## config.mk

```make
export PLATFORM = sky130hd
export DESIGN_NAME = mont_controller
export DESIGN_NICKNAME = d
export VERILOG_FILES = /design/src/rtl/mont_pkg.sv /design/src/rtl/mont_controller.sv
export VERILOG_INCLUDE_DIRS = /design/src /design/src/rtl
export SDC_FILE = /design/constraint.sdc
export NUM_CORES = 1
export LEC_CHECK = 0
export ABC_AREA = 1
export ABC_CLOCK_PERIOD_IN_PS = 1200
export BUFFER_PORTS_ARGS = -buffer_cell sky130_fd_sc_hd__buf_2
export CAP_MARGIN = 20
export CORE_UTILIZATION = 49
export DETAILED_ROUTE_END_ITERATION = 7
export HOLD_SLACK_MARGIN = 0.15
export PLACE_DENSITY = 0.73
export SYNTH_ARGS = -nofsm -noshare
export SYNTH_HDL_FRONTEND = slang
export SYNTH_SLANG_ARGS = --single-unit
```

## constraint.sdc

```tcl
create_clock -name clk -period 1.2 [get_ports clk]
set_input_delay 0.18 -clock clk [delete_from_list [all_inputs] [get_ports clk]]
set_output_delay 0.18 -clock clk [all_outputs]
set_load 0.01 [all_outputs]
```

## src/rtl/mont_config.svh

```systemverilog
`ifndef MONT_CONFIG_SVH
`define MONT_CONFIG_SVH

// Operand width N
`define MONT_WIDTH 1024

// Adder operand width, holds C + 3B + 3M which stays below 8m
`define MONT_OP_WIDTH (`MONT_WIDTH + 3)

// Bits added per cycle
`define MONT_ADDER_CHUNK 128

// Cycles per adder operation, rounded up
`define MONT_ADD_CYCLES ((`MONT_OP_WIDTH + `MONT_ADDER_CHUNK - 1) / `MONT_ADDER_CHUNK)

// Radix-4 iterations
`define MONT_ITERATIONS (`MONT_WIDTH / 2)
`define MONT_COUNT_WIDTH 10

`endif

```

## src/rtl/mont_pkg.sv

```systemverilog
`include "mont_config.svh"

package mont_pkg;

    // One N-bit operand or result
    typedef logic [`MONT_WIDTH-1:0] word_t;

    // Adder operand and its sum with the carry or borrow on top
    typedef logic [`MONT_OP_WIDTH-1:0] operand_t;
    typedef logic [`MONT_OP_WIDTH:0]   sum_t;

    // Operations on the shared adder
    typedef enum logic [2:0] {
        OP_TRIPLE_B    = 3'd0,
        OP_TRIPLE_M    = 3'd1,
        OP_ADD_B_DIGIT = 3'd2,
        OP_ADD_M_DIGIT = 3'd3,
        OP_SUB_M       = 3'd4
    } mont_op_e;

    // Controller states
    typedef enum logic [2:0] {
        ST_IDLE   = 3'd0,
        ST_PRE_B  = 3'd1,
        ST_PRE_M  = 3'd2,
        ST_ITER_B = 3'd3,
        ST_ITER_M = 3'd4,
        ST_REDUCE = 3'd5,
        ST_DONE   = 3'd6
    } mont_state_e;

endpackage

```

## src/rtl/mont_controller.sv

```systemverilog
`timescale 1ns/1ps
`include "mont_config.svh"

module mont_controller (
    input  logic               clk,
    input  logic               resetn,
    input  logic               start,
    input  logic               add_done,
    output logic               add_start,
    output logic               load,
    output logic               shift,
    output logic               finish,
    output logic               done,
    output mont_pkg::mont_op_e op
);
    import mont_pkg::*;

    mont_state_e                 state_q;
    mont_state_e                 state_d;
    logic                        issued_q;
    logic [`MONT_COUNT_WIDTH-1:0] iter_q;
    logic                        last_iter;
    logic                        in_op_state;

    assign last_iter   = (iter_q == `MONT_COUNT_WIDTH'(`MONT_ITERATIONS - 1));
    assign in_op_state = state_q inside {ST_PRE_B, ST_PRE_M, ST_ITER_B, ST_ITER_M, ST_REDUCE};

    // One adder operation per state, issued in its first cycle
    assign add_start = in_op_state && !issued_q;
    assign load      = (state_q == ST_IDLE) && start;
    assign shift     = (state_q == ST_ITER_M) && add_done;
    assign finish    = (state_q == ST_REDUCE) && add_done;
    assign done      = (state_q == ST_DONE);

    always_comb begin
        case (state_q)
            ST_PRE_M:  op = OP_TRIPLE_M;
            ST_ITER_B: op = OP_ADD_B_DIGIT;
            ST_ITER_M: op = OP_ADD_M_DIGIT;
            ST_REDUCE: op = OP_SUB_M;
            default:   op = OP_TRIPLE_B;
        endcase
    end

    always_comb begin
        state_d = state_q;
        case (state_q)
            ST_IDLE: begin
                if (start) begin
                    state_d = ST_PRE_B;
                end
            end
            ST_PRE_B: begin
                if (add_done) begin
                    state_d = ST_PRE_M;
                end
            end
            ST_PRE_M: begin
                if (add_done) begin
                    state_d = ST_ITER_B;
                end
            end
            ST_ITER_B: begin
                if (add_done) begin
                    state_d = ST_ITER_M;
                end
            end
            ST_ITER_M: begin
                if (add_done) begin
                    state_d = last_iter ? ST_REDUCE : ST_ITER_B;
                end
            end
            ST_REDUCE: begin
                if (add_done) begin
                    state_d = ST_DONE;
                end
            end
            ST_DONE: state_d = ST_IDLE;
            default: state_d = ST_IDLE;
        endcase
    end

    always_ff @(posedge clk) begin
        if (!resetn) begin
            state_q  <= ST_IDLE;
            issued_q <= 1'b0;
            iter_q   <= '0;
        end else begin
            state_q <= state_d;
            if (add_done) begin
                issued_q <= 1'b0;
            end else if (add_start) begin
                issued_q <= 1'b1;
            end
            // Counts finished iterations, one per M pass
            if (load) begin
                iter_q <= '0;
            end else if (shift) begin
                iter_q <= iter_q + 1'b1;
            end
        end
    end

    // Adder results only come back for an operation issued here
    a_done_issued: assert property (@(posedge clk) disable iff (!resetn)
        add_done |-> issued_q)
        else $error("mont_controller: add_done without an issued operation");

    // Host must not start a new run while one is in progress
    a_start_idle: assert property (@(posedge clk) disable iff (!resetn)
        start |-> state_q == ST_IDLE)
        else $error("mont_controller: start while busy is ignored");

endmodule

```

* Word-level counts from Yosys, hierarchy flattened *
Index checks and enable logic that the tools add are counted.
Widths: inputs -> output; s select.

storage, ports and cells
  register bits = 14
  input port bits = 4
  output and inout port bits = 8
  word-level logic and storage cells = 37

cells by class
  add/sub/neg operators = 1
  eq/ne operators = 13
  multiplexer cells = 9
  bitwise gates (word level) = 1
  reduce and logical (&&, ||, !) cells = 10

operator list
  cell                   count
  $mux 3                 7
  $pmux 3 s6             1
  $ne 2x2->1 const B     6
  $pmux 3 s4             1
  $add 10x1->10 const B  1
  $eq 10x9->1 const B    1
  $eq 3x3->1 const B     3
  $eq 3x2->1 const B     2
  $reduce_and 6->1       1
  $reduce_bool 5->1      1
  $logic_and 1x1->1      4
  $reduce_or 2->1        2
  $eq 3x1->1 const B     1
  $logic_not 3->1        1
  $logic_not 1->1        1
  $not 1->1              1

* Depth between registers and ports, before layout *
Gate-level depths: netlist of run 1.

  word-level depth = 4
  mapped depth = 9
  gate-level depth less buffers = 9

* Worst setup path after synthesis of run 1 *
Ideal clock, no wire load.

  kind = reg-to-reg
  start point = reg iter_q[0]
  end point = reg state_q[2]
  library setup time = 70 ps
  arrival = 1250 ps
  data required time = 1130 ps
  slack = -119 ps
  stages on the path, launching flop included = 8
  buffers on the path = 0
  period minus slack after synthesis = 1319 ps
  cell sequence = dfxtp_1 > ha_1 > inv_1 > nor2_1 > nand3_1 > o21ai_0 > nand2_1 > a21oi_1

between the ends
  cells in the longest elaborated chain, start to end = 4

ends and longest elaborated chain
  element                 RTL line               RTL
  start, declared         mont_controller.sv:21  logic [`MONT_COUNT_WIDTH-1:0] iter_q;
  start signal, assigned  mont_controller.sv:99  iter_q <= iter_q + 1'b1;
  $eq 10x9->1             mont_controller.sv:25  assign last_iter = (iter_q == `MONT_COUNT_WIDTH'(`MONT_ITERATIONS - 1));
  $mux 3                  mont_controller.sv:70  state_d = last_iter ? ST_REDUCE : ST_ITER_B;
  $mux 3                  mont_controller.sv:69  if (add_done) begin
  $pmux 3 s6              mont_controller.sv:47  case (state_q)
  end signal, assigned    mont_controller.sv:89  state_q <= state_d;
  end, declared           mont_controller.sv:18  mont_state_e state_q;

No other way between the ends. The select of a mux whose other input is x is not followed.
A chain may end at the register's enable or synchronous reset.

* Worst setup path in the final report of run 1 *
  start point = reg state_q[2]
  end point = out op[0]

between the ends
  cells in the longest elaborated chain, start to end = 2
  elaborated cells on any way between the ends = 5
  those cells by class = eq/ne (4); mux (1)

ends and longest elaborated chain
  element                                          RTL line               RTL
  $eq 3x3->1 / $eq 3x2->1 (equally long branches)  mont_controller.sv:36  case (state_q)
  $pmux 3 s4 *                                     mont_controller.sv:36
  end, declared                                    mont_controller.sv:14  output mont_pkg::mont_op_e op

Every way passes the cells marked *; elsewhere a longest branch is shown, timed or not.

==> results of run 1 <==
## placed cells by master (no fill, tap or decap), types with 2 or more instances in the layout
cell type,Yosys,routed
nand2_1,33,26
buf_4,0,17
inv_1,20,15
buf_6,1,12
buf_2,0,10
nor2_1,14,9
dfxtp_1,14,9
nand2_2,3,8
a21oi_2,0,6
nand3_1,7,5
a21oi_1,11,5
nor2_4,0,4
inv_4,0,3
nor2_2,2,3
o21ai_1,1,3
nand4_1,3,3
o21ai_2,2,3
clkbuf_4,0,3
dfxtp_4,0,3
inv_6,0,2
nand3_2,0,2
nand2_4,0,2
nor3_1,4,2
dfxtp_2,0,2
## cells in the mapped netlist
library cell / n
nand4_1: 3
nand2_2: 3
nand3_1: 7
a31oi_1: 1
o21ai_0: 5
ha_1: 1
o21ai_1: 1
nor2_2: 2
nor3_1: 4
o211ai_1: 1
nor4_1: 1
dfxtp_1: 14
a21oi_1: 11
nand3b_4: 1
nand2_1: 33
buf_6: 1
and3_2: 1
inv_1: 20
inv_2: 1
nor2_1: 14
o21ai_2: 2
## flip-flops by register name, indices dropped and copies added (netlist names)
name and count:
iter_q 10, issued_q 1, state_q 3
## worst max-delay path, cell delays in order, from the launching register on
cell and delay [ns]:
dfxtp_4 0.42, inv_6 0.06, nand2_2 0.06, nand2_2 0.07, buf_4 0.15, nor2_2 0.07
buf_2 0.13
## cell families after synthesis
group | synth area share
AOI/OAI and AO/OA | 0.143
adders and majority gates | 0.0154
buffers and inverters | 0.111
DFF | 0.344
and+or+nand+nor | 0.387
## power groups by stage
stage / logic (uW) / clock network [uW] / registers (uW)
after CTS: 1000 / 351 / 597
final: 1180 / 348 / 605
after floorplan: 365 / 0 / 569
after global routing: 1250 / 365 / 610
after global placement: 705 / 0 / 567
after detailed placement: 709 / 0 / 565
## per-stage QoR
| step | power [uW] | util | setup slack [ns] |
|---|---|---|---|
| floorplan | 934 | - | -0.00265 |
| global placement | 1270 | 0.658 | -0.0549 |
| detailed placement | 1270 | 0.658 | -0.0893 |
| CTS | 1950 | 0.818 | -0.184 |
| global route | 2220 | 0.879 | -0.279 |
| finish | 2130 | 0.879 | -0.227 |
## routing by layer
metal / share of wire / GRT usage
met1: 0.38 / 0.364
met2: 0.48 / 0.555
met3: 0.085 / 0.0596
met4: 0.053 / 0.150
met5: 0 / 0
## final timing paths
kind	from	to	slack, ns	depth (start not counted)
setup / recovery	state_q[2]$_SDFFE_PN0P_	op[0]	-0.23	6
hold / removal	resetn	state_q[1]$_SDFFE_PN0P_	0.16	3
setup reg to reg	state_q[2]$_SDFFE_PN0P_	iter_q[8]$_SDFFE_PP0P_	-0.21	8
hold reg to reg	iter_q[6]$_SDFFE_PP0P_	iter_q[6]$_SDFFE_PP0P_	0.51	2
## repair_timing
action	CTS	global route
setup buffers	8	4
gates resized for setup	49	18
pin swaps	15	9
setup endpoints to repair	19	22
## cell type report
| type | count | area, sq um |
|---|---|---|
| repair buffers | 39 | 313 |
| fillers | 73 | 184 |
| multi-input cells | 91 | 581 |
| well taps | 16 | 20.0 |
| flip-flops and latches | 14 | 294 |
| inverters | 21 | 96.3 |
| clock buffers | 4 | 36.3 |
==> run_results.csv, run 1 <==
group,metric,value,unit
sta,final_max_slew_viol_count,0,
cts,cts.clk_slew.worst_paths,0.09,ns
detailed_routing,drt-initial-drc-count,73,
power,p_int,1270,uW
cts,root_buffer,"clkbuf_4",
critical_path,criticalPathCategory,"flip-flop to primary output",
sta,fmax,701,MHz
global_route,antenna_found_initial,0,
sta,whs,0.164,ns
global_route,grt_usage,0.317,
sta,min_period_over_period,1.19,
cts,clk_path_buf_depth,2,
power,pwr-share-seq,0.284,
sta,worstMarginPinSlew,0.220,ns
power,p_leak,0.000618,uW
sta,setup_slack,-0.227,ns
sta,finalHoldViolations,0,
global_route,grt_overflow,0,
detailed_routing,wl_per_cell,16.8,um
cts,hold_buffers,0,
critical_path,crit_required,1.02,ns
status,violations,"setup timing",
synthesis,syn_inst,127,
power,clockPowerShare,0.163,
final_layout,nets,175,
sta,tns,-2.51,ns
synthesis,synth.largest_area_cell,"dfxtp_1",
detailed_routing,routed_wl,3110,um
synthesis,syn_area_per_cell,6.41,sq um
final_layout,area_delta_synth_final,64.5,%
synthesis,synth_top_cells_by_area,"dfxtp_1 34%, nand2_1 15%, inv_1 9.2%",
placement,dpl_cell_area,1000,sq um
synthesis,ys_warn_count,0,
sta,min_period,1.43,ns
detailed_routing,viasPerCell,5.96,
final_layout,diodes,0,
floorplanning,core,1520,sq um
sta,max_slew_margin,0.853,
critical_path,cp-start-kind,"flip-flop",
power,powerDensity,1590,nW/um^2
floorplanning,rows,14,
cts,tritoncts,"done",
cts,cts.sinks,14,
critical_path,worstPathArrival,1.25,ns
flow_run,cap_viol_max_count,0,
detailed_routing,antenna_left,0,
worst_hold_path,hold_class,"input pin to flip-flop",
floorplanning,dieArea,1830,sq um
cts,clk_latency,0.28,ns
global_route,grt_pass1_wl,4350,um
detailed_routing,num_vias,1102,
floorplanning,die_y,42.8,um
sta,rsz0062_at_grt,"true",
placement,io_buffers,11,
synthesis,syn-cell-area,815,sq um
synthesis,ys_seq_elements,14,
synthesis,ys_seq_area_frac,0.344,
critical_path,crit_fanout,6,
synthesis,synth.top_cell.area_share,0.344,
global_route,grt_max_degree,9,
power,power_switching,864,uW
global_route,grt_pass1_vias,1013,
detailed_routing,drc,0,
sta,setup_violations,21,
floorplanning,chipWidth,42.8,um
critical_path,end_kind,"primary output",
final_layout,layout-drive-gt1-share,0.527,
placement,gp_congestion,0.914,
synthesis,synth_cell_types,21,
detailed_routing,drtPass1Iterations,5,
cts,cts_htree_levels,1,
cts,cts_buffers,3,
status,outcome,"complete, but fails checks",
sta,skew,0.00657,ns
synthesis,syn_nets,132,
placement,place.detailed.hpwl,1460,um
floorplanning,pin_count,12,
final_layout,stdcell_count,185,
floorplanning,initial_core_util,0.534,
power,combPwrFrac,0.553,
power,peakVddDrop,1250,uV
placement,dp.cells,169,
final_layout,fin_area,1340,sq um
power,netSwitchingFraction,0.406,
Power figures use the tool's default switching activity.
==> run 2: changes to the inputs <==
- CTS_BUF_LIST: not set -> sky130_fd_sc_hd__clkbuf_8 sky130_fd_sc_hd__clkbuf_16
==> run_results.csv, run 2 (same netlist as run 1, synthesis figures left out) <==
group,metric,value,unit
status,outcome,"complete, but fails checks",
status,violations,"setup timing",
final_layout,largest_register,"iter_q",
floorplanning,initial_core_util,0.534,
global_route,grt_usage,0.317,
sta,fmax,700,MHz
power,peakVddDrop,1560,uV
cts,cts.clk_slew.worst_paths,0.06,ns
power,pwr-share-seq,0.243,
floorplanning,pin_count,12,
sta,min_period_over_period,1.19,
final_layout,stdcell_count,190,
sta,finalHoldViolations,0,
critical_path,end_kind,"primary output",
detailed_routing,viasPerCell,6.04,
power,p_leak,0.000651,uW
sta,rsz0062_at_grt,"true",
final_layout,utilization,0.948,
detailed_routing,routed_wl,3800,um
final_layout,fillers,45,
sta,whs,0.230,ns
cts,cts_buffers,3,
cts,cts_htree_levels,1,
power,p_int,1490,uW
sta,min_period,1.43,ns
placement,dp.cells,169,
critical_path,crit_fanout,6,
cts,hold_buffers,0,
power,powerDensity,1730,nW/um^2
cts,clk_latency,0.25,ns
placement,dp_slack,-0.0893,ns
critical_path,cp-start-kind,"flip-flop",
floorplanning,rows,14,
detailed_routing,num_vias,1148,
worst_hold_path,hold_class,"input pin to flip-flop",
global_route,grt_pass1_vias,954,
placement,dpl_cell_area,1000,sq um
final_layout,nets,180,
final_layout,mostFrequentLayoutCells,"25 x nand2_1, 23 x buf_4, 15 x inv_1",
cts,cts.sinks,14,
global_route,grt_pass1_wl,4280,um
global_route,grt_overflow,0,
sta,max_slew_margin,0.815,
cts,root_buffer,"clkbuf_8",
sta,setup_violations,21,
critical_path,criticalPathCategory,"flip-flop to primary output",
critical_path,crit_required,1.02,ns
final_layout,reg_top3,"iter_q x10, state_q x3, issued_q x1",
global_route,antenna_found_initial,0,
floorplanning,core,1520,sq um
power,netSwitchingFraction,0.405,
sta,final_max_slew_viol_count,0,
detailed_routing,drt-initial-drc-count,92,
detailed_routing,wl_per_cell,20.0,um
flow_run,cap_viol_max_count,0,
power,clockPowerShare,0.193,
final_layout,diodes,0,
sta,setup_slack,-0.228,ns
final_layout,mostFrequentLayoutCell,"nand2_1",
cts,clk_path_buf_depth,2,
placement,io_buffers,11,
final_layout,area_delta_synth_final,77.4,%
power,combPwrFrac,0.565,
final_layout,largest_reg_flops,10,
sta,skew,0.00169,ns
global_route,grt_max_degree,9,
placement,gp_congestion,0.914,
critical_path,worstPathArrival,1.25,ns
detailed_routing,drtPass1Iterations,5,
power,power_switching,1010,uW
floorplanning,chipWidth,42.8,um
placement,place.detailed.hpwl,1460,um
detailed_routing,antenna_left,0,
final_layout,layout-drive-gt1-share,0.575,
cts,tritoncts,"done",
sta,worstMarginPinSlew,0.277,ns
final_layout,fin_area,1450,sq um
floorplanning,die_y,42.8,um
detailed_routing,drc,0,
floorplanning,dieArea,1830,sq um
-- run 2: cell types whose count changed in the layout (fill, tap and decap cells not counted), moves of 2 or more --
cell / before / now
clkbuf_8: 1 / 4
clkbuf_4: 3 / 0
dfxtp_2: 2 / 4
buf_4: 17 / 23
nand2_4: 2 / 4
dfxtp_1: 9 / 7
nor3_2: 1 / 3
-- run 2: metal layers --
metal / global-route usage / part of all wire / up-vias
met5: 0 / 0 / -
met1: 0.417 / 0.38 / 524
met2: 0.512 / 0.45 / 97
li1: - / - / 504
met4: 0.119 / 0.056 / 0
met3: 0.0553 / 0.11 / 23
-- run 2: worst paths after layout --
check | end | start | depth (start not counted) | slack, ns
setup / recovery | op[0] | state_q[1]$_SDFFE_PN0P_ | 6 | -0.23
setup reg to reg | iter_q[5]$_SDFFE_PP0P_ | state_q[1]$_SDFFE_PN0P_ | 9 | -0.17
hold reg to reg | iter_q[7]$_SDFFE_PP0P_ | iter_q[7]$_SDFFE_PP0P_ | 2 | 0.53
hold / removal | issued_q$_SDFFE_PP0P_ | resetn | 3 | 0.23
-- run 2: timing repair --
item                       CTS  global route
resized for setup           47            30
pin swaps                   15            14
setup endpoints to repair   19            22
setup buffers                9             8
-- run 2: worst max-delay path, stage by stage, from the launching register on --
cell and delay (ns):
dfxtp_4 0.41, inv_4 0.06, nand2_4 0.06, nand2_2 0.07
buf_4 0.17, nor2_4 0.11, buf_6 0.11
-- run 2: per-stage QoR --
step	TNS, ns	total power (uW)
2_1_floorplan	-0.00265	934
3_3_place_gp	-0.213	1270
3_5_place_dp	-0.411	1270
4_1_cts	-1.21	2060
5_1_grt	-3.25	2560
6_report	-2.62	2500
-- run 2: layout make-up --
type | instances | area (sq um) | share of cell area
Multi-Input combinational cell | 91 | 622 | 0.430
Sequential cell | 14 | 297 | 0.205
Tap cell | 16 | 20.0 | 0.0139
Clock buffer | 4 | 55.1 | 0.0381
Inverter | 21 | 98.8 | 0.0684
Timing Repair Buffer | 44 | 353 | 0.244
-- run 2: power by group through the flow --
stage | sequential, uW | combinational [uW] | clock [uW]
4_1_cts | 591 | 995 | 475
2_1_floorplan | 569 | 365 | 0
3_5_place_dp | 565 | 709 | 0
5_1_grt | 609 | 1450 | 497
3_3_place_gp | 567 | 705 | 0
6_report | 606 | 1410 | 481
==> run 3: changes to the inputs <==
- CTS_CLUSTER_SIZE: not set -> 12
- SETUP_SLACK_MARGIN: not set -> 0.15
==> run_results.csv, run 3 (same netlist as run 1, synthesis figures left out) <==
group,metric,value,unit
placement,gp_congestion,0.963,
power,combPwrFrac,0.488,
critical_path,criticalPathCategory,"flip-flop to primary output",
power,p_total,1920,uW
sta,final_max_slew_viol_count,0,
critical_path,cp_slowest_cell,"dfxtp_2",
critical_path,critPathCapture,"finish",
final_layout,reg_top3,"iter_q x10, state_q x3, issued_q x1",
sta,finalHoldViolations,0,
global_route,grt_pass1_wl,4240,um
detailed_routing,drc,0,
power,power_switching,784,uW
critical_path,crit_fanout,5,
power,p_leak,0.000615,uW
power,clockPowerShare,0.211,
floorplanning,core,1520,sq um
cts,cts.clk_slew.worst_paths,0.06,ns
final_layout,largest_reg_flops,10,
floorplanning,dieArea,1830,sq um
sta,min_period_over_period,1.17,
critical_path,crit_chain,"buf_6 > inv_4 > nor4_1 > buf_2",
floorplanning,chipWidth,42.8,um
power,pwr-share-seq,0.301,
placement,place.detailed.hpwl,1520,um
cts,cts_buffers,3,
sta,fmax,710,MHz
critical_path,end_kind,"primary output",
detailed_routing,num_vias,1109,
cts,root_buffer,"clkbuf_8",
critical_path,worstReg2RegEnd,"iter_q[5]$_SDFFE_PP0P_",
sta,worstMarginPinSlew,0.307,ns
critical_path,cp-start-kind,"flip-flop",
flow_run,cap_viol_max_count,0,
global_route,grt_pass1_vias,985,
final_layout,diodes,0,
sta,skew,0.000624,ns
power,p_int,1140,uW
floorplanning,initial_core_util,0.534,
detailed_routing,wl_per_cell,17.1,um
final_layout,mostFrequentLayoutCells,"23 x nand2_1, 18 x inv_1, 18 x buf_4",
final_layout,largest_register,"iter_q",
final_layout,nets,172,
detailed_routing,drt-initial-drc-count,95,
global_route,grt_overflow,0,
critical_path,max_stage_delay,0.36,ns
sta,rsz0062_at_grt,"true",
floorplanning,pin_count,12,
critical_path,crit_start,"state_q[0]$_SDFFE_PN0P_",
sta,max_slew_margin,0.794,
cts,clk_path_buf_depth,2,
global_route,grt_max_degree,9,
global_route,grt_usage,0.305,
status,outcome,"complete, but fails checks",
final_layout,fillers,83,
final_layout,mostFrequentLayoutCell,"nand2_1",
worst_hold_path,hold_class,"input pin to flip-flop",
critical_path,crit_required,1.02,ns
critical_path,worstPathArrival,1.23,ns
sta,min_period,1.41,ns
power,peakVddDrop,1410,uV
sta,whs,0.235,ns
critical_path,r2r_cells,9,
placement,io_buffers,11,
detailed_routing,routed_wl,3120,um
sta,setup_violations,20,
critical_path,rrSetupSlack,-0.15,ns
sta,setup_slack,-0.208,ns
cts,clk_latency,0.25,ns
cts,tritoncts,"done",
final_layout,area_delta_synth_final,60.8,%
floorplanning,rows,14,
power,powerDensity,1470,nW/um^2
critical_path,rr_startpoint,"state_q[1]$_SDFFE_PN0P_",
cts,cts.sinks,14,
global_route,antenna_found_initial,0,
status,violations,"setup timing",
final_layout,layout-drive-gt1-share,0.530,
detailed_routing,drtPass1Iterations,4,
power,netSwitchingFraction,0.408,
sta,tns,-2.03,ns
cts,cts_htree_levels,1,
detailed_routing,viasPerCell,6.09,
floorplanning,die_y,42.8,um
detailed_routing,antenna_left,0,
run 3: through the flow:
| step | instances | utilization | area (sq um) | worst slack [ns] |
|---|---|---|---|---|
| final | 182 | 0.860 | 1310 | -0.208 |
| after global routing | 182 | 0.860 | 1310 | -0.266 |
| after CTS | 175 | 0.744 | 1130 | -0.0935 |
| after detailed placement | 166 | 0.662 | 1010 | -0.0472 |
| after global placement | 166 | 0.662 | 1010 | -0.0394 |
| after floorplan | 127 | - | 847 | 0.0571 |
run 3: critical path, delay by kind of cell, from the launching register on:
family | cells | cell delay (ns)
buffers and inverters | 3 | 0.39
DFF | 1 | 0.36
and+or+nand+nor | 1 | 0.23
run 3: area by class of cell:
cell class	count	area [sq um]	area share
Multi-Input combinational cell	91	576	0.439
Clock buffer	3	41.3	0.0315
Clock inverter	1	3.75	0.00287
Timing Repair Buffer	36	279	0.213
Tap cell	16	20.0	0.0153
Sequential cell	14	297	0.226
Inverter	21	93.8	0.0716
run 3: per-layer routing:
metal / part of all wire / global-route usage / up-vias
li1: - / - / 491
met1: 0.37 / 0.389 / 502
met2: 0.46 / 0.473 / 83
met3: 0.094 / 0.0596 / 33
met4: 0.070 / 0.175 / 0
met5: 0 / 0 / -
run 3: how the worst min path moves through the flow:
| stage | slack (ns) | from | end | cells after the start |
|---|---|---|---|---|
| after floorplan | 0.30 | resetn | state_q[1]$_SDFFE_PN0P_ | 2 |
| final | 0.24 | resetn | issued_q$_SDFFE_PP0P_ | 3 |
| after global routing | 0.24 | resetn | state_q[0]$_SDFFE_PN0P_ | 3 |
| after global placement | 0.45 | iter_q[6]$_SDFFE_PP0P_ | iter_q[6]$_SDFFE_PP0P_ | 2 |
| after detailed placement | 0.46 | resetn | state_q[1]$_SDFFE_PN0P_ | 3 |
| after CTS | 0.20 | resetn | state_q[1]$_SDFFE_PN0P_ | 3 |
run 3: what timing repair did:
action,in CTS,in global routing
endpoints found under the setup margin,22,22
pin swaps,5,17
hold buffers,0,0
setup buffers,5,7
gates resized for setup,15,41
run 3: power by group through the flow:
| stage | Sequential [uW] | Clock (uW) | Combinational, uW |
|---|---|---|---|
| 2_1_floorplan | 582 | 0 | 375 |
| 3_3_place_gp | 572 | 0 | 631 |
| 3_5_place_dp | 575 | 0 | 635 |
| 4_1_cts | 573 | 409 | 716 |
| 5_1_grt | 583 | 429 | 1000 |
| 6_report | 578 | 406 | 938 |
